<file path="config.mk">
export PLATFORM = sky130hd
export DESIGN_NAME = alu
export DESIGN_NICKNAME = d
export VERILOG_FILES = /design/src/common/mips_pkg.sv /design/src/verilog/alu.sv
export SDC_FILE = /design/constraint.sdc
export NUM_CORES = 1
export LEC_CHECK = 0
export ABC_CLOCK_PERIOD_IN_PS = 9900
export BUFFER_PORTS_ARGS = -buffer_cell sky130_fd_sc_hd__buf_2
export CAP_MARGIN = 20
export CORE_ASPECT_RATIO = 1.2
export CORE_UTILIZATION = 55
export DETAILED_ROUTE_END_ITERATION = 8
export PLACE_DENSITY = 0.8
export SYNTH_ARGS = -nofsm -noshare
export SYNTH_HDL_FRONTEND = slang
export SYNTH_SLANG_ARGS = --single-unit
</file>
<file path="constraint.sdc">
create_clock -name vclk -period 9.9
set_input_delay 0.495 -clock vclk [all_inputs]
set_output_delay 0.495 -clock vclk [all_outputs]
set_load 0.1 [all_outputs]
</file>
<file path="src/common/mips_pkg.sv">
`default_nettype none

package mips_pkg;

	localparam int data_width      = 32; // Register and data word width
	localparam int reg_addr_width  = 5;  // Register index width
	localparam int imem_addr_width = 7;  // Instruction memory word address, 128 words
	localparam int dmem_addr_width = 7;  // Data memory word address, 128 words

	// Primary opcode field, instruction bits 31:26
	typedef enum logic [5:0] {
		r_type = 6'h00, // Register format, operation in funct
		j      = 6'h02, // Jump
		jal    = 6'h03, // Jump and link into r31
		beq    = 6'h04, // Branch if equal
		bne    = 6'h05, // Branch if not equal
		addi   = 6'h08, // Add immediate
		slti   = 6'h0a, // Set less than immediate, signed
		andi   = 6'h0c, // And with zero extended immediate
		ori    = 6'h0d, // Or with zero extended immediate
		lui    = 6'h0f, // Load upper immediate
		lw     = 6'h23, // Load word
		sw     = 6'h2b  // Store word
	} opcode_t;

	// Function field of register format, bits 5:0
	typedef enum logic [5:0] {
		f_jr  = 6'h08, // Jump to register
		f_add = 6'h20,
		f_sub = 6'h22,
		f_and = 6'h24,
		f_or  = 6'h25,
		f_slt = 6'h2a
	} funct_t;

	typedef enum logic [2:0] {
		alu_add = 3'd0,
		alu_sub = 3'd1,
		alu_and = 3'd2,
		alu_or  = 3'd3,
		alu_slt = 3'd4, // Signed compare, result is 0 or 1
		alu_lui = 3'd5  // Immediate moved to upper half
	} alu_op_t;

	typedef enum logic [1:0] {
		pc_seq    = 2'd0, // PC plus 4
		pc_branch = 2'd1, // Conditional relative branch
		pc_jump   = 2'd2, // Absolute jump inside the 256 MB region
		pc_reg    = 2'd3  // Target from rs
	} pc_src_t;

	typedef enum logic [1:0] {
		dst_rt = 2'd0, // Immediate format destination
		dst_rd = 2'd1, // Register format destination
		dst_ra = 2'd2  // Link register r31
	} reg_dst_t;

	typedef enum logic [1:0] {
		wb_alu  = 2'd0,
		wb_mem  = 2'd1,
		wb_link = 2'd2 // Return address for jal
	} wb_sel_t;

endpackage

`default_nettype wire

</file>
<file path="src/verilog/alu.sv">
`timescale 1ns/100ps
`default_nettype none

module alu (
	input  logic [mips_pkg::data_width-1:0] operand_a,  // rs value
	input  logic [mips_pkg::data_width-1:0] read_data2, // rt value
	input  logic [mips_pkg::data_width-1:0] imm_ext,
	input  logic                            alu_src,
	input  mips_pkg::alu_op_t               alu_op,
	output logic [mips_pkg::data_width-1:0] result,
	output logic                            equal      // Branch compare of rs and rt
);
	import mips_pkg::*;

	logic [data_width-1:0] operand_b;
	logic                  less_than; // Signed compare of a and b

	assign operand_b = alu_src ? imm_ext : read_data2;
	assign less_than = $signed(operand_a) < $signed(operand_b);
	assign equal     = (operand_a == read_data2); // Always against the register, never the immediate

	always_comb begin
		case (alu_op)
			alu_add: result = operand_a + operand_b; // No overflow trap
			alu_sub: result = operand_a - operand_b;
			alu_and: result = operand_a & operand_b;
			alu_or:  result = operand_a | operand_b;
			alu_slt: result = {{(data_width-1){1'b0}}, less_than};
			alu_lui: result = {operand_b[15:0], 16'h0000}; // Low half cleared
			default: result = operand_a + operand_b;
		endcase
	end

endmodule

`default_nettype wire

</file>
* Yosys cells after proc, flatten, opt, wreduce, memory -nomap -nowiden *
Cells that the tools add are included.

word-level totals
  flip-flop bits (word level) = 0
  latch bits = 0
  memory bits (writable) = 0
  ROM bits = 0
  input bits = 100
  output and inout port bits = 33
  word-level logic and storage cells = 13
  memories = 0

cells by class
  add/subtract/negate cells = 2
  multiply operators = 0
  div/mod/pow operators = 0
  $lt $le $gt $ge = 1
  equality and inequality tests = 6
  shift operators = 0
  mux-type cells = 2
  bitwise operators = 2
  reduce and logical (&&, ||, !) cells = 0

operators by type and width
  kind                                            count
  one-hot mux 32 bit (5 select lines)             1
  adder 32 bit                                    1
  AND 32 bit                                      1
  == test 32 bit                                  1
  < comparator 32 bit                             1
  two-way mux 32 bit                              1
  OR 32 bit                                       1
  subtractor 32 bit                               1
  == test 3 x 2 -> 1 bit (second input constant)  2
  == test 3 bit (second input constant)           2
  == test 3 x 1 -> 1 bit (second input constant)  1

* Logic depth before layout (Yosys ltp) *
  depth in word-level cells = 3
  depth in mapped cells = 16
  gate-level depth less buffers = 13

* Worst setup path after synthesis *
Ideal clock, no wire load.

  path kind = input -> output
  from = input port alu_src
  to = output port result[8] in the netlist's numbering
  arrival = 6.497 ns
  data required time = 9.405 ns
  setup slack = 2.908 ns
  cell stages on the path = 14
  path buffers = 4
  cell sequence = clkbuf_1 clkbuf_1 clkbuf_1 mux2_2 inv_1 ha_1 buf_2 nor2b_1 o21bai_1 a21oi_1 nand2b_1 a21oi_1 a21oi_1 o311ai_0

between the ends
  cells in the longest elaborated chain, start to end = 3
  elaborated cells between the ends (all ways) = 6
  classes of those cells = add/sub: 2; mux: 2; bitwise: 2

RTL lines
  item                                        RTL line              source
  start: declaration                          alu.sv:8              input logic alu_src,
  two-way mux 32 bit (*)                      alu.sv:18             assign operand_b = alu_src ? imm_ext : read_data2;
  adder 32 bit, or another cell as far along  alu.sv:24, alu.sv:30
  one-hot mux 32 bit (5 select lines) (*)     alu.sv:23             case (alu_op)
  end: declaration                            alu.sv:10             output logic [mips_pkg::data_width-1:0] result,

Mark *: on every way between the ends. The rest lies on a longest branch, timed or not.

* Worst setup path in the final report *
  from = input port alu_src
  to = output port result[28] in the netlist's numbering

The elaborated chain is that of the path after synthesis.

==> flow_metrics.env <==
export IMPL_initial_antenna_violation_count=0
export IMPL_port_buffers=133
export IMPL_timing_max_slew_rel_slack_pct=25.8
export IMPL_end_kind="output port"
export IMPL_timing_hold_ws_ns=1.73
export IMPL_area_growth_syn_to_layout_pct=11.6
export IMPL_count_of_clock_net_buffers_in_the_final_layout=0
export IMPL_postCtsHoldBufs=0
export IMPL_crit_slowest_cell="a21oi_1"
export IMPL_register_area_um2=0
export IMPL_cell_leakage_power_nw=3.43
export IMPL_timing_setup_critical_path_class="primary input to output port"
export IMPL_fin_tns_setup_ns=0
export IMPL_sequential_cell_count=0
export IMPL_die_w_um=96.7
export IMPL_p_int_mw=0.181
export IMPL_power_ir_vdd_worst_v=0.0000664
export IMPL_run_status="finished, final reports clean"
export IMPL_finalSetupViolations=0
export IMPL_netlist_instances=864
export IMPL_min_period_over_period_pct=53.8
export IMPL_iteration_count_of_the_initial_detailed_routing_pass=6
export IMPL_max_cap_viol=0
export IMPL_cts_post_setup_buffers_inserted=0
export IMPL_cells_resized_by_post_cts_repair=0
export IMPL_worst_path_most_repeated_cell="a21oi_1"
export IMPL_die_h_um=116
export IMPL_holdCritPathClass="primary input to output port"
export IMPL_grt_setup_unrepaired="no"
export IMPL_synth_yosys_seq_area_share_pct=0
export IMPL_io_pins=133
export IMPL_critical_path_max_stage_delay_ns=0.67
export IMPL_floorplan_initialDensity_pct=56.3
export IMPL_critical_path_cell_chain="buf_2 > buf_4 > mux2_2 > inv_1 > ha_1 > inv_4 > a21oi_1 > o32ai_1 > a211oi_2 > a21oi_1 > a21oi_1 > o311ai_0 > o41ai_1 > a2bb2oi_1 > buf_2"
export IMPL_seqPwrFrac_pct=0
export IMPL_arrival_time_reported_for_the_critical_path_endpoint_ns=4.83
export IMPL_drc_errors=0
export IMPL_place_detailed_hpwl_um=17400
export IMPL_synth_commonest_cells="inv_1 (108), ha_1 (107), a21oi_1 (85), nor2_1 (72), o21ai_0 (45)"
export IMPL_syn_nets=1073
export IMPL_netlist_area_before_placement_um2=5920
export IMPL_timing_fmax_mhz=188
export IMPL_gp_congestion=1.02
export IMPL_critical_path_peak_fanout=32
export IMPL_num_nets_final=1169
export IMPL_ys_warnings_count=0
export IMPL_postRouteWirelength_um=22100
export IMPL_yosysUniqueCellTypes=77
export IMPL_global_route_wire_length_before_repair_um=33400
export IMPL_avgRoutedWirePerCell_um=20.3
export IMPL_grt_total_usage_pct=37.4
export IMPL_worst_slew_pin_slew_ns=1.11
export IMPL_drive_gt1_share_pct=18.0
export IMPL_final_max_slew_viol_count=0
export IMPL_largest_net_degree_at_the_start_of_global_routing=63
export IMPL_num_vias=7018
export IMPL_pwr_share_clk_pct=0
export IMPL_globalRoute_totalOverflow=0
export IMPL_required_time_of_the_worst_setup_path_ns=9.41
export IMPL_synth_largest_area_cell="ha_1"
export IMPL_detail_route_vias_per_cell=6.46
export IMPL_yosys_area_top_type_share_pct=22.6
export IMPL_fp_coreArea_um2=10500
export IMPL_count_of_final_hold_check_violations=0
export IMPL_yosysMostFrequentCell="inv_1"
export IMPL_route_antenna_remaining_nets=0
export IMPL_initialDrtViolationCount=552
export IMPL_power_density_of_the_placed_cells_nw_per_um2=97.9
export IMPL_switching_share_pct=72.0
export IMPL_count_of_standard_cell_rows=41
export IMPL_critical_path_startpoint_type="primary input"
export IMPL_first_global_vias=6524
export IMPL_total_switching_power_mw=0.466
export IMPL_floorplan_die_area_um2=11200
export IMPL_power_share_of_the_combinational_group_pct=100.0
export IMPL_cells_taking_the_most_area_after_synthesis="ha_1 (23%), a21oi_1 (7.2%), inv_1 (6.8%)"
export IMPL_timing_final_crit_period_ns=5.33
export IMPL_diodes=0
export IMPL_synth_area_per_cell_um2=6.86
[metal layers]
metal	GRT usage, %	part of all wire [%]	vias to the layer above
met5	0	0	-
li1	-	-	3316
met1	43.9	38	3187
met2	68.2	48	430
met3	3.14	8.4	85
met4	19.5	5.8	0
[logic make-up after synthesis]
family / count (synthesis) / synth area share, %
buf+inv: 153 / 10.0
fa+ha+maj: 109 / 23.3
simple gates: 204 / 16.5
mux: 45 / 7.84
xor+xnor: 50 / 7.39
compound gates: 303 / 35.0
[power groups by stage]
stage / sequential, mW / clock [mW] / combinational (mW)
global route: 0 / 0 / 0.683
floorplan: 0 / 0 / 0.490
CTS: 0 / 0 / 0.635
detailed placement: 0 / 0 / 0.632
finish: 0 / 0 / 0.647
global placement: 0 / 0 / 0.631
[metrics by stage]
step,worst slack (ns),instances,cell area (um^2),power (mW),util [%]
after floorplan,2.91,864,5920,0.490,-
after global placement,4.91,1087,6610,0.631,62.9
after detailed placement,4.80,1087,6610,0.632,62.9
after CTS,4.79,1087,6610,0.635,62.9
after global routing,4.52,1087,6610,0.683,62.9
final,4.57,1087,6610,0.647,62.9
[cells in the final DEF, fill, tap and decap left out, types with 5 or more instances in the layout]
cell and instances:
o221ai_1 10, nand2b_1 8, a221oi_1 7, inv_1 108, mux2i_1 34, mux2_2 11
a21oi_1 84, a21o_1 22, a22oi_1 8, a211oi_1 17, buf_4 5, nand3_1 6
a31oi_1 7, nor2_1 72, nor4_1 14, o21ai_0 45, o31ai_1 5, nor2b_1 9
or3_1 5, o21bai_1 14, nor3_1 19, xnor2_1 10, nand2_1 44, buf_2 133
xor2_1 40, ha_1 107, a221o_1 6, and3_1 8, o221a_2 8, o22ai_1 22
[worst paths after layout]
kind / start / end / cells past startpoint
max: alu_src / result[28] / 15
min: read_data2[22] / equal / 6
[worst max-delay path, delay by kind of cell]
family	cells	cell delay (ns)
buf+inv	5	1.18
mux	1	0.41
fa+ha+maj	1	0.37
compound gates	8	2.36
[layout make-up]
type	count	area (um^2)
multi-input cells	711	5330
fillers	1055	3910
repair buffers	138	703
inverters	109	412
well taps	129	161
(Power assumes the default switching activity.)
