==> src/common/mips_pkg.sv <==
`default_nettype none

package mips_pkg;

	localparam int data_width      = 32; // Register and data word width
	localparam int reg_addr_width  = 5;  // Register index width
	localparam int imem_addr_width = 7;  // Instruction memory word address, 128 words
	localparam int dmem_addr_width = 7;  // Data memory word address, 128 words

	// Primary opcode field, instruction bits 31:26
	typedef enum logic [5:0] {
		r_type = 6'h00, // Register format, operation in funct
		j      = 6'h02, // Jump
		jal    = 6'h03, // Jump and link into r31
		beq    = 6'h04, // Branch if equal
		bne    = 6'h05, // Branch if not equal
		addi   = 6'h08, // Add immediate
		slti   = 6'h0a, // Set less than immediate, signed
		andi   = 6'h0c, // And with zero extended immediate
		ori    = 6'h0d, // Or with zero extended immediate
		lui    = 6'h0f, // Load upper immediate
		lw     = 6'h23, // Load word
		sw     = 6'h2b  // Store word
	} opcode_t;

	// Function field of register format, bits 5:0
	typedef enum logic [5:0] {
		f_jr  = 6'h08, // Jump to register
		f_add = 6'h20,
		f_sub = 6'h22,
		f_and = 6'h24,
		f_or  = 6'h25,
		f_slt = 6'h2a
	} funct_t;

	typedef enum logic [2:0] {
		alu_add = 3'd0,
		alu_sub = 3'd1,
		alu_and = 3'd2,
		alu_or  = 3'd3,
		alu_slt = 3'd4, // Signed compare, result is 0 or 1
		alu_lui = 3'd5  // Immediate moved to upper half
	} alu_op_t;

	typedef enum logic [1:0] {
		pc_seq    = 2'd0, // PC plus 4
		pc_branch = 2'd1, // Conditional relative branch
		pc_jump   = 2'd2, // Absolute jump inside the 256 MB region
		pc_reg    = 2'd3  // Target from rs
	} pc_src_t;

	typedef enum logic [1:0] {
		dst_rt = 2'd0, // Immediate format destination
		dst_rd = 2'd1, // Register format destination
		dst_ra = 2'd2  // Link register r31
	} reg_dst_t;

	typedef enum logic [1:0] {
		wb_alu  = 2'd0,
		wb_mem  = 2'd1,
		wb_link = 2'd2 // Return address for jal
	} wb_sel_t;

endpackage

`default_nettype wire

==> src/verilog/control_unit.sv <==
`timescale 1ns/100ps
`default_nettype none

module control_unit (
	input  logic [mips_pkg::data_width-1:0] instruction,
	output mips_pkg::pc_src_t               pc_src,
	output logic                            branch_ne,  // Inverts the branch condition
	output mips_pkg::reg_dst_t              reg_dst,
	output mips_pkg::wb_sel_t               wb_sel,
	output logic                            reg_write,
	output logic                            mem_write,
	output logic                            alu_src,    // Operand B from immediate
	output mips_pkg::alu_op_t               alu_op,
	output logic [mips_pkg::data_width-1:0] imm_ext
);
	import mips_pkg::*;

	opcode_t     opcode;
	funct_t      funct;
	logic        zero_ext; // Logical immediates are unsigned
	logic [15:0] imm;

	assign opcode = opcode_t'(instruction[31:26]);
	assign funct  = funct_t'(instruction[5:0]);
	assign imm    = instruction[15:0];

	assign zero_ext = (opcode == andi) || (opcode == ori);
	assign imm_ext  = zero_ext ? {16'h0000, imm} : {{16{imm[15]}}, imm};

	always_comb begin
		pc_src    = pc_seq;  // Defaults give a no-op
		branch_ne = 1'b0;
		reg_dst   = dst_rt;
		wb_sel    = wb_alu;
		reg_write = 1'b0;
		mem_write = 1'b0;
		alu_src   = 1'b0;
		alu_op    = alu_add;
		case (opcode)
			r_type: begin
				reg_dst = dst_rd;
				case (funct)
					f_add: begin alu_op = alu_add; reg_write = 1'b1; end
					f_sub: begin alu_op = alu_sub; reg_write = 1'b1; end
					f_and: begin alu_op = alu_and; reg_write = 1'b1; end
					f_or:  begin alu_op = alu_or;  reg_write = 1'b1; end
					f_slt: begin alu_op = alu_slt; reg_write = 1'b1; end
					f_jr:  pc_src = pc_reg;             // No write-back
					default: ;                          // Unknown funct falls through as no-op
				endcase
			end
			addi: begin alu_src = 1'b1; alu_op = alu_add; reg_write = 1'b1; end
			slti: begin alu_src = 1'b1; alu_op = alu_slt; reg_write = 1'b1; end
			andi: begin alu_src = 1'b1; alu_op = alu_and; reg_write = 1'b1; end
			ori:  begin alu_src = 1'b1; alu_op = alu_or;  reg_write = 1'b1; end
			lui:  begin alu_src = 1'b1; alu_op = alu_lui; reg_write = 1'b1; end
			lw: begin
				alu_src   = 1'b1; // Base plus offset
				wb_sel    = wb_mem;
				reg_write = 1'b1;
			end
			sw: begin
				alu_src   = 1'b1;
				mem_write = 1'b1; // rt value goes to memory
			end
			beq: begin
				pc_src = pc_branch;
				alu_op = alu_sub;
			end
			bne: begin
				pc_src    = pc_branch;
				branch_ne = 1'b1;
				alu_op    = alu_sub;
			end
			j: pc_src = pc_jump;
			jal: begin
				pc_src    = pc_jump;
				reg_dst   = dst_ra;
				wb_sel    = wb_link; // pc plus 4 into r31
				reg_write = 1'b1;
			end
			default: ; // Unsupported opcode only advances the PC
		endcase
	end

endmodule

`default_nettype wire

==> config.mk <==
export PLATFORM = sky130hd
export DESIGN_NAME = control_unit
export DESIGN_NICKNAME = d
export VERILOG_FILES = /design/src/common/mips_pkg.sv /design/src/verilog/control_unit.sv
export SDC_FILE = /design/constraint.sdc
export NUM_CORES = 1
export LEC_CHECK = 0
export BUFFER_PORTS_ARGS = -buffer_cell sky130_fd_sc_hd__buf_4
export CAP_MARGIN = 20
export CORE_MARGIN = 2
export CORE_UTILIZATION = 32
export DETAILED_ROUTE_END_ITERATION = 10
export PLACE_DENSITY = 0.94
export SETUP_SLACK_MARGIN = 0.05
export SLEW_MARGIN = 20
export SYNTH_ARGS = -nofsm -noshare
export SYNTH_HDL_FRONTEND = slang
export SYNTH_SLANG_ARGS = --single-unit
==> constraint.sdc <==
create_clock -name vclk -period 1.89
set_clock_uncertainty 0.1 [all_clocks]
set_input_delay 0.378 -clock vclk [all_inputs]
set_output_delay 0.378 -clock vclk [all_outputs]
set_load 0.1 [all_outputs]
Word-level counts from Yosys, hierarchy flattened
Cells that the tools add are included.
{"block": "word_totals", "register_bits": 0, "output_inout_bits": 45, "word_cells": 36}
{"block": "classes", "n_eq_ne": 17, "muxes": 12, "n_reduce_logical": 7}
{"op": "$eq 6x6->1 const B", "count": 7}
{"op": "$eq 6x4->1 const B", "count": 6}
{"op": "$mux 32", "count": 1}
{"op": "$pmux 3 s6", "count": 1}
{"op": "$reduce_or 7->1", "count": 2}
{"op": "$eq 6x2->1 const B", "count": 2}
{"op": "$eq 6x3->1 const B", "count": 2}
{"op": "$pmux 3 s4", "count": 1}
{"op": "$pmux 2 s2", "count": 2}
{"op": "$logic_not 6->1", "count": 1}
{"op": "$pmux 2 s3", "count": 1}
{"op": "$reduce_or 5->1", "count": 1}
{"op": "$mux 1", "count": 4}
{"op": "$reduce_or 2->1", "count": 2}
{"op": "$mux 2", "count": 1}
{"op": "$pmux 1 s2", "count": 1}
{"op": "$logic_or 1x1->1", "count": 1}

Longest topological paths before layout
{"block": "logic_depth", "word_depth": 4, "mapped_depth": 5}

Worst setup path before layout
Ideal clock, no wire load.
{"block": "synth_path", "path_kind": "input port to output port", "from": "input instruction[28] (netlist name)", "to": "output pc_src[1]", "arrival_ps": 3676, "t_required_ps": 1412, "slack_ps": -2264, "stages": 3, "n_path_buf": 2, "path_cell_list": "clkbuf_1 -> clkbuf_1 -> nor4_1"}
{"block": "synth_between", "elab_chain_len": 3, "elab_cells_between_ends": 8}
{"element": "start, declared", "line": "control_unit.sv:5", "text": "input logic [mips_pkg::data_width-1:0] instruction,"}
{"element": "$eq 6x2->1 / $eq 6x3->1 (equally long branches)", "line": "control_unit.sv:39", "text": "case (opcode)"}
{"element": "$reduce_or 2->1 (no line)"}
{"element": "$pmux 2 s3 *", "line": "control_unit.sv:39"}
{"element": "end, declared", "line": "control_unit.sv:6", "text": "output mips_pkg::pc_src_t pc_src,"}
Mark *: on every way between the ends. The rest lies on a longest branch, timed or not.

Worst setup path after layout
{"block": "layout_path", "from": "input instruction[27] (netlist name)", "to": "output reg_dst[0]"}
{"block": "layout_between", "elab_chain_len": 2, "elab_cells_between_ends": 3}
{"element": "$eq 6x2->1 / $logic_not 6->1 (equally long branches)", "line": "control_unit.sv:39"}
{"element": "$pmux 2 s2 *", "line": "control_unit.sv:39"}
{"element": "end, declared", "line": "control_unit.sv:8", "text": "output mips_pkg::reg_dst_t reg_dst,"}
Marks and branches as above.

==> out/qor.yml <==
grt_max_degree: 13
drv_cap: 0
fin_util_pct: 89.66
wirelength_um: 3084
n_clock_buffer: 0
p_sw_share_pct: 66.86
start_util_pct: 33.11
p_sw_mw: 0.3820
synth.distinct_cells: 27
finalSetupTns_ps: -2822
worstPathRequired_ps: 1410
fin_total_pwr_mw: 0.5714
dieHeight_um: 45.57
min_path_cells: 0
syn_area_per_cell_um2: 6.431
syn_to_final_growth_pct: 170.8
hold_path.class: "primary input to output port"
violations: "setup timing"
start_kind: "primary input"
seq_area_frac_synth_pct: 0
path_max_fanout: 3
yosys-top-cells-area: "buf_4 42%, nor2_1 6.8%, nor4_1 4.5%, clkbuf_1 4.1%, nand3b_1 4.1%"
comb_power_share_pct: 100.0
grt_pass1_wl_um: 4002
syn_inst: 86
drt_iter0_markers: 26
status: "complete, but fails checks"
ant_nets: 0
power_leakage_nw: 0.6142
p_int_mw: 0.1894
grt_usage_pct: 26.58
critPathLaunch: "instruction[27]"
clkPwrFrac_pct: 0
grt-ovfl-total: 0
regArea_um2: 0
ys_warn_count: 0
hpwlAfterDp_um: 1596
fin_crit_sh_pct: 113.6
place.gp.congestion: 0.8436
rsz0062_at_grt: "true"
synth_top_area_share_pct: 42.08
finalSetupViolCount: 26
dieArea_um2: 2077
multi_input_area_um2: 543.0
power_frac_seq_pct: 0
grt_pass1_vias: 839
critPathCaptureType: "output port"
period_minus_slack_ps: 2147
worst_pin_slew_ps: 364.9
hold_start: "instruction[12]"
port_buffers: 49
drc: 0
vias: 808
synth_fp_nets: 118
antenna_found_initial: 0
seq_cells: 0
cp_data_arrival_time_ps: 1670
synth_top_cell_by_area: "buf_4"
ir_worst_vdd_mv: 0.3012
syn_area_um2: 553.0
cellPowerDensity_nw_per_um2: 381.5
avgRoutedWirePerCell_um: 22.35
coreArea_um2: 1670
rows: 15
fin_nets: 155
fillers: 64
hold_violations: 0
placed_area_um2: 1023
die_w_um: 45.57
critPathKind: "primary input to output port"
ioPinCount: 77
drive_above_1_share_pct: 80.17
n_antenna_cell: 0
dr.pass1.iters: 5
slew_headroom_pct: 75.67
fin_area_um2: 1498
final-max-slew-violation-count: 0
via_per_inst: 5.855
clock.fmax_ghz: 0.4657
setup_slack_ps: -257.2
==> cell families after synthesis <==
| logic type | Yosys count | synth area share, % |
|---|---|---|
| buf+inv | 38 | 46.83 |
| xor+xnor | 1 | 1.584 |
| compound gates | 12 | 16.07 |
| simple gates | 34 | 33.71 |
| mux | 1 | 1.810 |
==> through the flow <==
step	hold WS [ps]	setup WS (ps)	cells
after floorplan	752.0	-478.3	86
final	656.0	-257.2	138
after global routing	656.2	-284.9	138
after global placement	656.7	-333.5	132
after CTS	656.7	-240.3	137
after detailed placement	656.7	-348.9	132
==> cell usage in the layout (no fill, tap or decap), types with 2 or more instances in the layout <==
cell type / Yosys / routed
buf_4: 31 / 29
o21ai_1: 0 / 2
a32oi_1: 2 / 2
nand2_2: 0 / 2
nor4_4: 0 / 4
nor2_4: 0 / 5
nand3b_1: 3 / 3
buf_12: 0 / 26
nor2_1: 10 / 5
nor3_4: 0 / 3
nand2_1: 5 / 3
o32ai_4: 0 / 2
buf_6: 0 / 13
buf_8: 0 / 3
o31a_4: 0 / 2
==> layer usage <==
| metal | GRT usage, % | vias to the layer above | routed length (um) |
|---|---|---|---|
| met1 | 27.49 | 383 | 1109 |
| met3 | 3.968 | 18 | 175 |
| met2 | 50.99 | 58 | 1641 |
| met5 | 0 | - | 0 |
| met4 | 12.35 | 0 | 157 |
| li1 | - | 349 | - |
==> cells in the mapped netlist <==
library cell / n
nor4_1: 4
or2_1: 1
o32ai_1: 2
a32oi_1: 2
nand3b_1: 3
buf_4: 31
or4_4: 1
o2bb2ai_1: 1
nand4b_1: 1
mux2i_1: 1
a31oi_1: 1
o21ai_0: 3
o22ai_1: 1
clkbuf_1: 6
nand3_1: 1
and3_1: 1
nor3b_1: 1
nor2_2: 1
o31a_1: 1
xor2_1: 1
inv_1: 1
nand2_1: 5
nor2_1: 10
nand3_2: 1
a41oi_1: 1
nand2b_1: 1
nor3_1: 3
==> path summary, 6_finish.rpt <==
check	end	slack, ps
max	reg_dst[0]	-260
min	imm_ext[12]	660
==> area by class of cell <==
| class | count | share of cell area (%) |
|---|---|---|
| tap | 17 | 1.420 |
| timing repair buffer | 71 | 62.07 |
| multi-input combinational | 49 | 36.26 |
| inverter | 1 | 0.2506 |
==> power groups by stage <==
stage / clock network, mW / registers (mW) / logic, mW
6_report: 0 / 0 / 0.571
5_1_grt: 0 / 0 / 0.583
4_1_cts: 0 / 0 / 0.551
3_5_place_dp: 0 / 0 / 0.450
3_3_place_gp: 0 / 0 / 0.441
2_1_floorplan: 0 / 0 / 0.528
==> worst max-delay path, cell delays in order <==
cell	delay, ps
buf_6	90
or4_4	550
buf_4	160
buf_6	130
nor3_4	150
buf_12	200
==> what timing repair did <==
action                     in CTS  in global routing
setup buffers                   4                  2
cloned                          1                  0
hold buffers                    0                  0
setup endpoints to repair      29                 29
gates resized for setup        98                  7
pin swaps                      15                  7
Power figures use the tool's default switching activity.
