===== src/common/mips_pkg.sv =====
`default_nettype none

package mips_pkg;

	localparam int data_width      = 32; // Register and data word width
	localparam int reg_addr_width  = 5;  // Register index width
	localparam int imem_addr_width = 7;  // Instruction memory word address, 128 words
	localparam int dmem_addr_width = 7;  // Data memory word address, 128 words

	// Primary opcode field, instruction bits 31:26
	typedef enum logic [5:0] {
		r_type = 6'h00, // Register format, operation in funct
		j      = 6'h02, // Jump
		jal    = 6'h03, // Jump and link into r31
		beq    = 6'h04, // Branch if equal
		bne    = 6'h05, // Branch if not equal
		addi   = 6'h08, // Add immediate
		slti   = 6'h0a, // Set less than immediate, signed
		andi   = 6'h0c, // And with zero extended immediate
		ori    = 6'h0d, // Or with zero extended immediate
		lui    = 6'h0f, // Load upper immediate
		lw     = 6'h23, // Load word
		sw     = 6'h2b  // Store word
	} opcode_t;

	// Function field of register format, bits 5:0
	typedef enum logic [5:0] {
		f_jr  = 6'h08, // Jump to register
		f_add = 6'h20,
		f_sub = 6'h22,
		f_and = 6'h24,
		f_or  = 6'h25,
		f_slt = 6'h2a
	} funct_t;

	typedef enum logic [2:0] {
		alu_add = 3'd0,
		alu_sub = 3'd1,
		alu_and = 3'd2,
		alu_or  = 3'd3,
		alu_slt = 3'd4, // Signed compare, result is 0 or 1
		alu_lui = 3'd5  // Immediate moved to upper half
	} alu_op_t;

	typedef enum logic [1:0] {
		pc_seq    = 2'd0, // PC plus 4
		pc_branch = 2'd1, // Conditional relative branch
		pc_jump   = 2'd2, // Absolute jump inside the 256 MB region
		pc_reg    = 2'd3  // Target from rs
	} pc_src_t;

	typedef enum logic [1:0] {
		dst_rt = 2'd0, // Immediate format destination
		dst_rd = 2'd1, // Register format destination
		dst_ra = 2'd2  // Link register r31
	} reg_dst_t;

	typedef enum logic [1:0] {
		wb_alu  = 2'd0,
		wb_mem  = 2'd1,
		wb_link = 2'd2 // Return address for jal
	} wb_sel_t;

endpackage

`default_nettype wire


===== src/verilog/register_bank.sv =====
`timescale 1ns/100ps
`default_nettype none

module register_bank (
	input  logic                              clk,
	input  logic                              reset,
	input  logic [mips_pkg::reg_addr_width-1:0] rs,       // First source, instruction 25:21
	input  logic [mips_pkg::reg_addr_width-1:0] rt,       // Second source, instruction 20:16
	input  logic [mips_pkg::reg_addr_width-1:0] rd,       // Register format destination
	input  mips_pkg::reg_dst_t                reg_dst,
	input  logic                              reg_write,
	input  mips_pkg::wb_sel_t                 wb_sel,
	input  logic [mips_pkg::data_width-1:0]   alu_result,
	input  logic [mips_pkg::data_width-1:0]   mem_data,
	input  logic [mips_pkg::data_width-1:0]   return_address,
	output logic [mips_pkg::data_width-1:0]   read_data1,
	output logic [mips_pkg::data_width-1:0]   read_data2
);
	import mips_pkg::*;

	logic [data_width-1:0]     regs [0:2**reg_addr_width-1];
	logic [reg_addr_width-1:0] write_reg;  // Selected destination index
	logic [data_width-1:0]     write_data; // Selected write-back value

	always_comb begin
		case (reg_dst)
			dst_rd:  write_reg = rd;
			dst_ra:  write_reg = 5'd31; // jal links into ra
			default: write_reg = rt;
		endcase
	end

	always_comb begin
		case (wb_sel)
			wb_mem:  write_data = mem_data;
			wb_link: write_data = return_address;
			default: write_data = alu_result;
		endcase
	end

	assign read_data1 = regs[rs]; // Asynchronous reads
	assign read_data2 = regs[rt];

	always_ff @(posedge clk) begin
		if (reset) begin
			for (int i = 0; i < 2**reg_addr_width; i++) begin
				regs[i] <= '0;
			end
		end else if (reg_write && (write_reg != '0)) begin // r0 stays zero
			regs[write_reg] <= write_data;
		end
	end

endmodule

`default_nettype wire


===== config.mk =====
export PLATFORM = sky130hd
export DESIGN_NAME = register_bank
export DESIGN_NICKNAME = d
export VERILOG_FILES = /design/src/common/mips_pkg.sv /design/src/verilog/register_bank.sv
export SDC_FILE = /design/constraint.sdc
export NUM_CORES = 2
export LEC_CHECK = 0
export BUFFER_PORTS_ARGS = -buffer_cell sky130_fd_sc_hd__clkbuf_2
export CORE_MARGIN = 3
export CORE_UTILIZATION = 48
export DETAILED_ROUTE_END_ITERATION = 7
export GPL_TIMING_DRIVEN = 0
export PLACE_DENSITY = 0.68
export SLEW_MARGIN = 20
export SYNTH_ARGS = -nofsm -noshare
export SYNTH_HDL_FRONTEND = slang
export SYNTH_SLANG_ARGS = --single-unit

===== constraint.sdc =====
create_clock -name clk -period 3.6 [get_ports clk]
set_clock_uncertainty 0.15 [all_clocks]
set_input_delay 0.36 -clock clk [delete_from_list [all_inputs] [get_ports clk]]
set_output_delay 0.36 -clock clk [all_outputs]
set_load 0.05 [all_outputs]

[Word level (Yosys, flattened, before mapping)]
Memories as Yosys holds them, arrays and structs flattened.
Cells that the tools add are included.
Storage, ports and cells
  bits in registers: 0
  bits in writable memories: 1024
  input bits: 118
  output and inout port bits: 64
  word-level logic and storage cells: 18
  memories: 1
Memories
  regs: words 32, bits a word 32, read ports 2, clocked after memory_dff 0, wr ports 32, line register_bank.sv:21  | logic [data_width-1:0] regs [0:2**reg_addr_width-1];
Operators by class
  eq/ne operators: 4
  multiplexer cells: 10
  reductions and logical operators: 3
Operators by type and width (count)
  32-bit one-hot mux with 2 select lines: 1
  32-bit 2-to-1 mux: 1
  32-bit OR reduction: 1
  5-bit one-hot mux with 2 select lines: 1
  1-bit 2-to-1 mux: 6
  5-bit 2-to-1 mux: 1
  5-bit nonzero test: 1
  2-bit by 1-bit equality test with 1-bit output, second input constant: 2
  2-bit equality test, second input constant: 2
  1-bit logical AND: 1

[Depth between registers and ports, before layout]
  depth after elaboration: 9
  depth in mapped cells: 10
  mapped depth without buffers: 7

[Least setup slack after synthesis]
Ideal clock, no wire load.
  kind: input-to-reg
  start: in reg_dst[0]
  end: mem regs[17][0], enable pin
  library setup time: 389 ps
  arrival time: 2769 ps
  required time: 3061 ps
  path slack: 292 ps
  cell stages on the path: 8
  buffers on the path: 2
  cells stage by stage: inv_1 -> ha_1 -> buf_4 -> a211o_1 -> a21bo_1 -> or4_4 -> buf_6 -> or2b_1
RTL lines
  start: declaration: line register_bank.sv:10  | input mips_pkg::reg_dst_t reg_dst,
  end: declaration: line register_bank.sv:21

[Worst setup path after layout]
  start: in rs[1] (netlist bit)
  end: out read_data1[16] (netlist bit)
Between the ends
  word-level cells in the longest chain between the ends: 1
Ends and longest elaborated chain
  start: declaration: line register_bank.sv:7  | input logic [mips_pkg::reg_addr_width-1:0] rs,
  memory 32 x 32 bit
  end: declaration: line register_bank.sv:16  | output logic [mips_pkg::data_width-1:0] read_data1,
Every way passes these cells.

==> flow_summary.html <==
<table>
<tr><th>Metric</th><th>Value</th></tr>
<tr><th colspan="2">Outcome</th></tr>
<tr><td>Run status</td><td>complete, but fails checks</td></tr>
<tr><td>Violations in the final reports</td><td>setup timing</td></tr>
<tr><th colspan="2">Clock tree</th></tr>
<tr><td>Clk buf depth</td><td>3</td></tr>
<tr><td>CTS Sinks</td><td>roughly 1000</td></tr>
<tr><td>Post-CTS repair timing setup buffer count</td><td>0</td></tr>
<tr><td>TritonCTS clock tree</td><td>done</td></tr>
<tr><td>Deepest level of the CTS H-tree</td><td>3</td></tr>
<tr><td>Number of buffers created by CTS</td><td>between 100 and 150</td></tr>
<tr><td>Clock-pin slew on the worst setup and hold paths</td><td>approximately 60 ps</td></tr>
<tr><td>Root Buffer Master</td><td>sky130_fd_sc_hd__clkbuf_16</td></tr>
<tr><th colspan="2">STA</th></tr>
<tr><td>Tightest slew margin relative to the limit</td><td>~11%</td></tr>
<tr><td>Worst slack on hold paths</td><td>11.1 ps</td></tr>
<tr><td>RSZ-0062 raised after global routing</td><td>yes</td></tr>
<tr><td>Shortest clock period the worst path allows after layout</td><td>3830 ps</td></tr>
<tr><td>Tightest Pin Transition</td><td>around 1300 ps</td></tr>
<tr><td>Number of max-slew violations in the final report</td><td>0</td></tr>
<tr><td>Fraction of the cycle the final worst path needs</td><td>106%</td></tr>
<tr><td>Setup violation total in the final timing report</td><td>between 40 and 50</td></tr>
<tr><td>Maximum clock frequency</td><td>around 260 MHz</td></tr>
<tr><td>Final count of hold timing violations</td><td>0</td></tr>
<tr><td>Setup slack after layout</td><td>-231 ps</td></tr>
<tr><th colspan="2">Floorplan</th></tr>
<tr><td>Core region area</td><td>between 100000 and 150000 sq um</td></tr>
<tr><td>Std-Cell Rows</td><td>approximately 120</td></tr>
<tr><td>Starting utilization of the core area</td><td>roughly half</td></tr>
<tr><td>Floorplan die area</td><td>between 100000 and 150000 sq um</td></tr>
<tr><td>Die height</td><td>roughly 340 microns</td></tr>
<tr><td>Floorplan die width</td><td>342 microns</td></tr>
<tr><td>I/O Pins</td><td>182</td></tr>
<tr><th colspan="2">Detailed routing</th></tr>
<tr><td>Routed length per placed instance</td><td>~35 microns</td></tr>
<tr><td>Routed via count</td><td>approximately 45000</td></tr>
<tr><td>Number of detailed-routing iterations run before antenna repair</td><td>7</td></tr>
<tr><td>Remaining antenna violation count after routing</td><td>0</td></tr>
<tr><td>Drt total wl</td><td>235000 microns</td></tr>
<tr><td>Post-DR vias/cell</td><td>roughly 6.7</td></tr>
<tr><td>Remaining routing DRC violations</td><td>0</td></tr>
<tr><td>DR iter-0 viols</td><td>roughly 8000</td></tr>
<tr><th colspan="2">Setup path</th></tr>
<tr><td>Critical Path RT</td><td>3090 ps</td></tr>
<tr><td>Setup Crit Path Kind</td><td>input pin to output pin</td></tr>
<tr><td>Launching instance or port of the critical path</td><td>rs[1]</td></tr>
<tr><td>Worst Setup Start Kind</td><td>input pin</td></tr>
<tr><td>Critical Path Sink Type</td><td>output pin</td></tr>
<tr><td>CP arrival</td><td>between 3000 and 4000 ps</td></tr>
<tr><td>Worst Path Max Fanout</td><td>10</td></tr>
<tr><th colspan="2">Global routing</th></tr>
<tr><td>Maximum number of pins on one net before global-route repair</td><td>33</td></tr>
<tr><td>First-pass GRT wire length</td><td>320000 microns</td></tr>
<tr><td>Total congestion overflow after global routing</td><td>0</td></tr>
<tr><td>Overall Global Routing Usage</td><td>a little under 40%</td></tr>
<tr><td>Vias in the first global route</td><td>42509</td></tr>
<tr><td>Initial antenna violation count</td><td>20</td></tr>
<tr><th colspan="2">Hold path</th></tr>
<tr><td>Source of the worst hold timing path</td><td>alu_result[17]</td></tr>
<tr><td>Type of the worst min-delay path</td><td>input pin to register</td></tr>
<tr><th colspan="2">Pwr</th></tr>
<tr><td>Cell area power density</td><td>498 nW/um^2</td></tr>
<tr><td>Leak Pwr</td><td>23.6 nW</td></tr>
<tr><td>Peak supply drop</td><td>between 0.5 and 0.6 mV</td></tr>
<tr><th colspan="2">Layout</th></tr>
<tr><td>Flip-flop and latch area</td><td>slightly above 30000 sq um</td></tr>
<tr><td>Fill count</td><td>~9500</td></tr>
<tr><td>Area used by multi-input combinational logic</td><td>around 22000 sq um</td></tr>
<tr><td>Registers with the highest flip-flop counts</td><td>regs (1024)</td></tr>
<tr><td>Most frequent cells in the layout</td><td>sky130_fd_sc_hd__mux2i_1, sky130_fd_sc_hd__edfxtp_1, sky130_fd_sc_hd__nor2_1</td></tr>
<tr><td>Register containing the most flip-flops in the final layout</td><td>regs</td></tr>
<tr><td>Layout cell share with drive strength beyond 1</td><td>between 10 and 15%</td></tr>
<tr><td>Layout Area Growth over Synthesis</td><td>14.3%</td></tr>
<tr><td>Post-route core utilization</td><td>~56%</td></tr>
<tr><td>Layout Nets</td><td>between 5000 and 6000</td></tr>
<tr><td>Max reg flops</td><td>1024</td></tr>
<tr><th colspan="2">Placement</th></tr>
<tr><td>Post-detail-place hpwl</td><td>approximately 170000 microns</td></tr>
<tr><td>Routability congestion estimate from global placement</td><td>1.04</td></tr>
<tr><td>Number of buffers inserted by port buffering</td><td>between 150 and 200</td></tr>
<tr><th colspan="2">Logic synthesis</th></tr>
<tr><td>Combined area of all synthesized cells</td><td>roughly 54000 sq um</td></tr>
<tr><td>Unique cell type count in the Yosys netlist</td><td>39</td></tr>
<tr><td>Flip-flop and latch count after synthesis</td><td>1024</td></tr>
<tr><td>Share of synthesized area occupied by flip-flops and latches</td><td>between 50% and 60%</td></tr>
<tr><td>Synthesized instance count</td><td>4754</td></tr>
<tr><td>Synthesis Warnings</td><td>0</td></tr>
<tr><td>Mapped Avg Cell Area</td><td>about 11 sq um</td></tr>
<tr><th colspan="2">Job</th></tr>
<tr><td>Total of max-cap violations</td><td>0</td></tr>
</table>
[per-stage QoR]
step / std cells / total power [mW] / TNS [ps] / instance area (sq um) / setup WS, ps
2_1_floorplan: 4785 / 17.2 / 0 / 54300 / 292
3_3_place_gp: 6452 / 19.2 / -1235050 / 57000 / -1540
3_5_place_dp: 6474 / 19.3 / -177650 / 57700 / -1300
4_1_cts: 6688 / 30.4 / -50.6 / 61600 / -23.9
5_1_grt: 6689 / 31.3 / -2.51 / 61800 / -2.33
6_report: 6710 / 30.8 / -2890 / 61900 / -231
[layer usage]
layer | GRT usage (%) | part of all wire, % | vias to the layer above
met5 | 0 | 0.049 | -
met4 | 29.3 | 9.3 | 18
met3 | 13.9 | 15 | 1020
met2 | 55.6 | 41 | 4062
met1 | 48.9 | 35 | 22013
li1 | - | - | 18151
[layout make-up]
class | count | area share [%]
buffer | 461 | 3.57
clock buffer | 127 | 4.65
clock inverter | 80 | 1.09
sequential | 1024 | 49.7
timing repair buffer | 208 | 2.31
tap | 1488 | 3.01
multi-input combinational | 3295 | 35.6
inverter | 5 | 0.0303
antenna | 22 | 0.0889
[cell usage after synthesis]
| master | number | area, sq um |
|---|---|---|
| sky130_fd_sc_hd__mux2i_1 | 1024 | 10200 |
| sky130_fd_sc_hd__nand2b_1 | 36 | 225 |
| sky130_fd_sc_hd__o22ai_1 | 1 | 6.26 |
| sky130_fd_sc_hd__or2b_1 | 2 | 15.0 |
| sky130_fd_sc_hd__nand3_1 | 194 | 971 |
| sky130_fd_sc_hd__a211o_1 | 3 | 26.3 |
| sky130_fd_sc_hd__clkbuf_2 | 1 | 5.00 |
| sky130_fd_sc_hd__conb_1 | 1 | 3.75 |
| sky130_fd_sc_hd__a31oi_1 | 64 | 400 |
| sky130_fd_sc_hd__clkbuf_1 | 291 | 1090 |
| sky130_fd_sc_hd__a22oi_1 | 224 | 1680 |
| sky130_fd_sc_hd__a21oi_1 | 228 | 1140 |
| sky130_fd_sc_hd__and2_1 | 2 | 12.5 |
| sky130_fd_sc_hd__or2_2 | 2 | 12.5 |
| sky130_fd_sc_hd__buf_12 | 3 | 60.1 |
| sky130_fd_sc_hd__a211o_2 | 1 | 10.0 |
| sky130_fd_sc_hd__a22o_1 | 128 | 1120 |
| sky130_fd_sc_hd__a211oi_1 | 3 | 22.5 |
| sky130_fd_sc_hd__buf_1 | 34 | 128 |
| sky130_fd_sc_hd__buf_6 | 4 | 45.0 |
| sky130_fd_sc_hd__ha_1 | 5 | 62.6 |
| sky130_fd_sc_hd__nor3_1 | 67 | 335 |
| sky130_fd_sc_hd__or3_1 | 1 | 6.26 |
| sky130_fd_sc_hd__inv_1 | 5 | 18.8 |
| sky130_fd_sc_hd__nor2_1 | 1005 | 3770 |
| sky130_fd_sc_hd__nand2_2 | 4 | 25.0 |
| sky130_fd_sc_hd__nor2_4 | 31 | 349 |
| sky130_fd_sc_hd__o21ai_0 | 1 | 5.00 |
| sky130_fd_sc_hd__a21bo_2 | 1 | 10.0 |
| sky130_fd_sc_hd__nand2_1 | 223 | 837 |
| sky130_fd_sc_hd__nor3_2 | 1 | 10.0 |
| sky130_fd_sc_hd__buf_4 | 1 | 7.51 |
| sky130_fd_sc_hd__a21bo_1 | 1 | 10.0 |
| sky130_fd_sc_hd__nor2b_1 | 7 | 43.8 |
| sky130_fd_sc_hd__buf_2 | 127 | 636 |
| sky130_fd_sc_hd__edfxtp_1 | 1024 | 30700 |
| sky130_fd_sc_hd__o211ai_1 | 1 | 7.51 |
| sky130_fd_sc_hd__o21a_1 | 1 | 7.51 |
| sky130_fd_sc_hd__or4_4 | 2 | 22.5 |
[cell families (layout without fill, tap and decap cells)]
logic type,count (synthesis),after routing,share of synthesized area [%]
DFF,1024,1024,56.8
other,1,54,0.00693
muxes,1024,1024,18.9
AOI/OAI and AO/OA,657,657,8.22
and+or+nand+nor,1577,1577,12.3
buffers and inverters,466,881,3.68
adders and majority gates,5,5,0.116
[where the power goes]
part           total [mW]  leakage (nW)  switching (mW)  internal [mW]
registers            14.2          9.75           0.402           13.8
clock network        11.4          1.74            5.01           6.44
logic                5.15          12.1            3.78           1.37
[worst paths after layout]
kind,to,depth (start not counted)
max,read_data1[16],9
min,regs[5][17],3
[what timing repair did]
| action | 4_1_cts | 5_1_grt |
|---|---|---|
| gates cloned | 0 | 0 |
| hold buffers | 7 | 0 |
| endpoints found under the setup margin | 64 | 41 |
| resized for setup | 125 | 73 |
| endpoints found under the hold margin | 7 | 0 |
[critical path, cell delays in order]
cell                       delay [ps]
sky130_fd_sc_hd__buf_2            240
sky130_fd_sc_hd__buf_2            290
sky130_fd_sc_hd__buf_2            440
sky130_fd_sc_hd__mux2i_1          150
sky130_fd_sc_hd__a22o_1           280
sky130_fd_sc_hd__nor3_1           730
sky130_fd_sc_hd__a31oi_1          280
sky130_fd_sc_hd__nand3_1          210
sky130_fd_sc_hd__clkbuf_2         310
(Power assumes the default switching activity.)
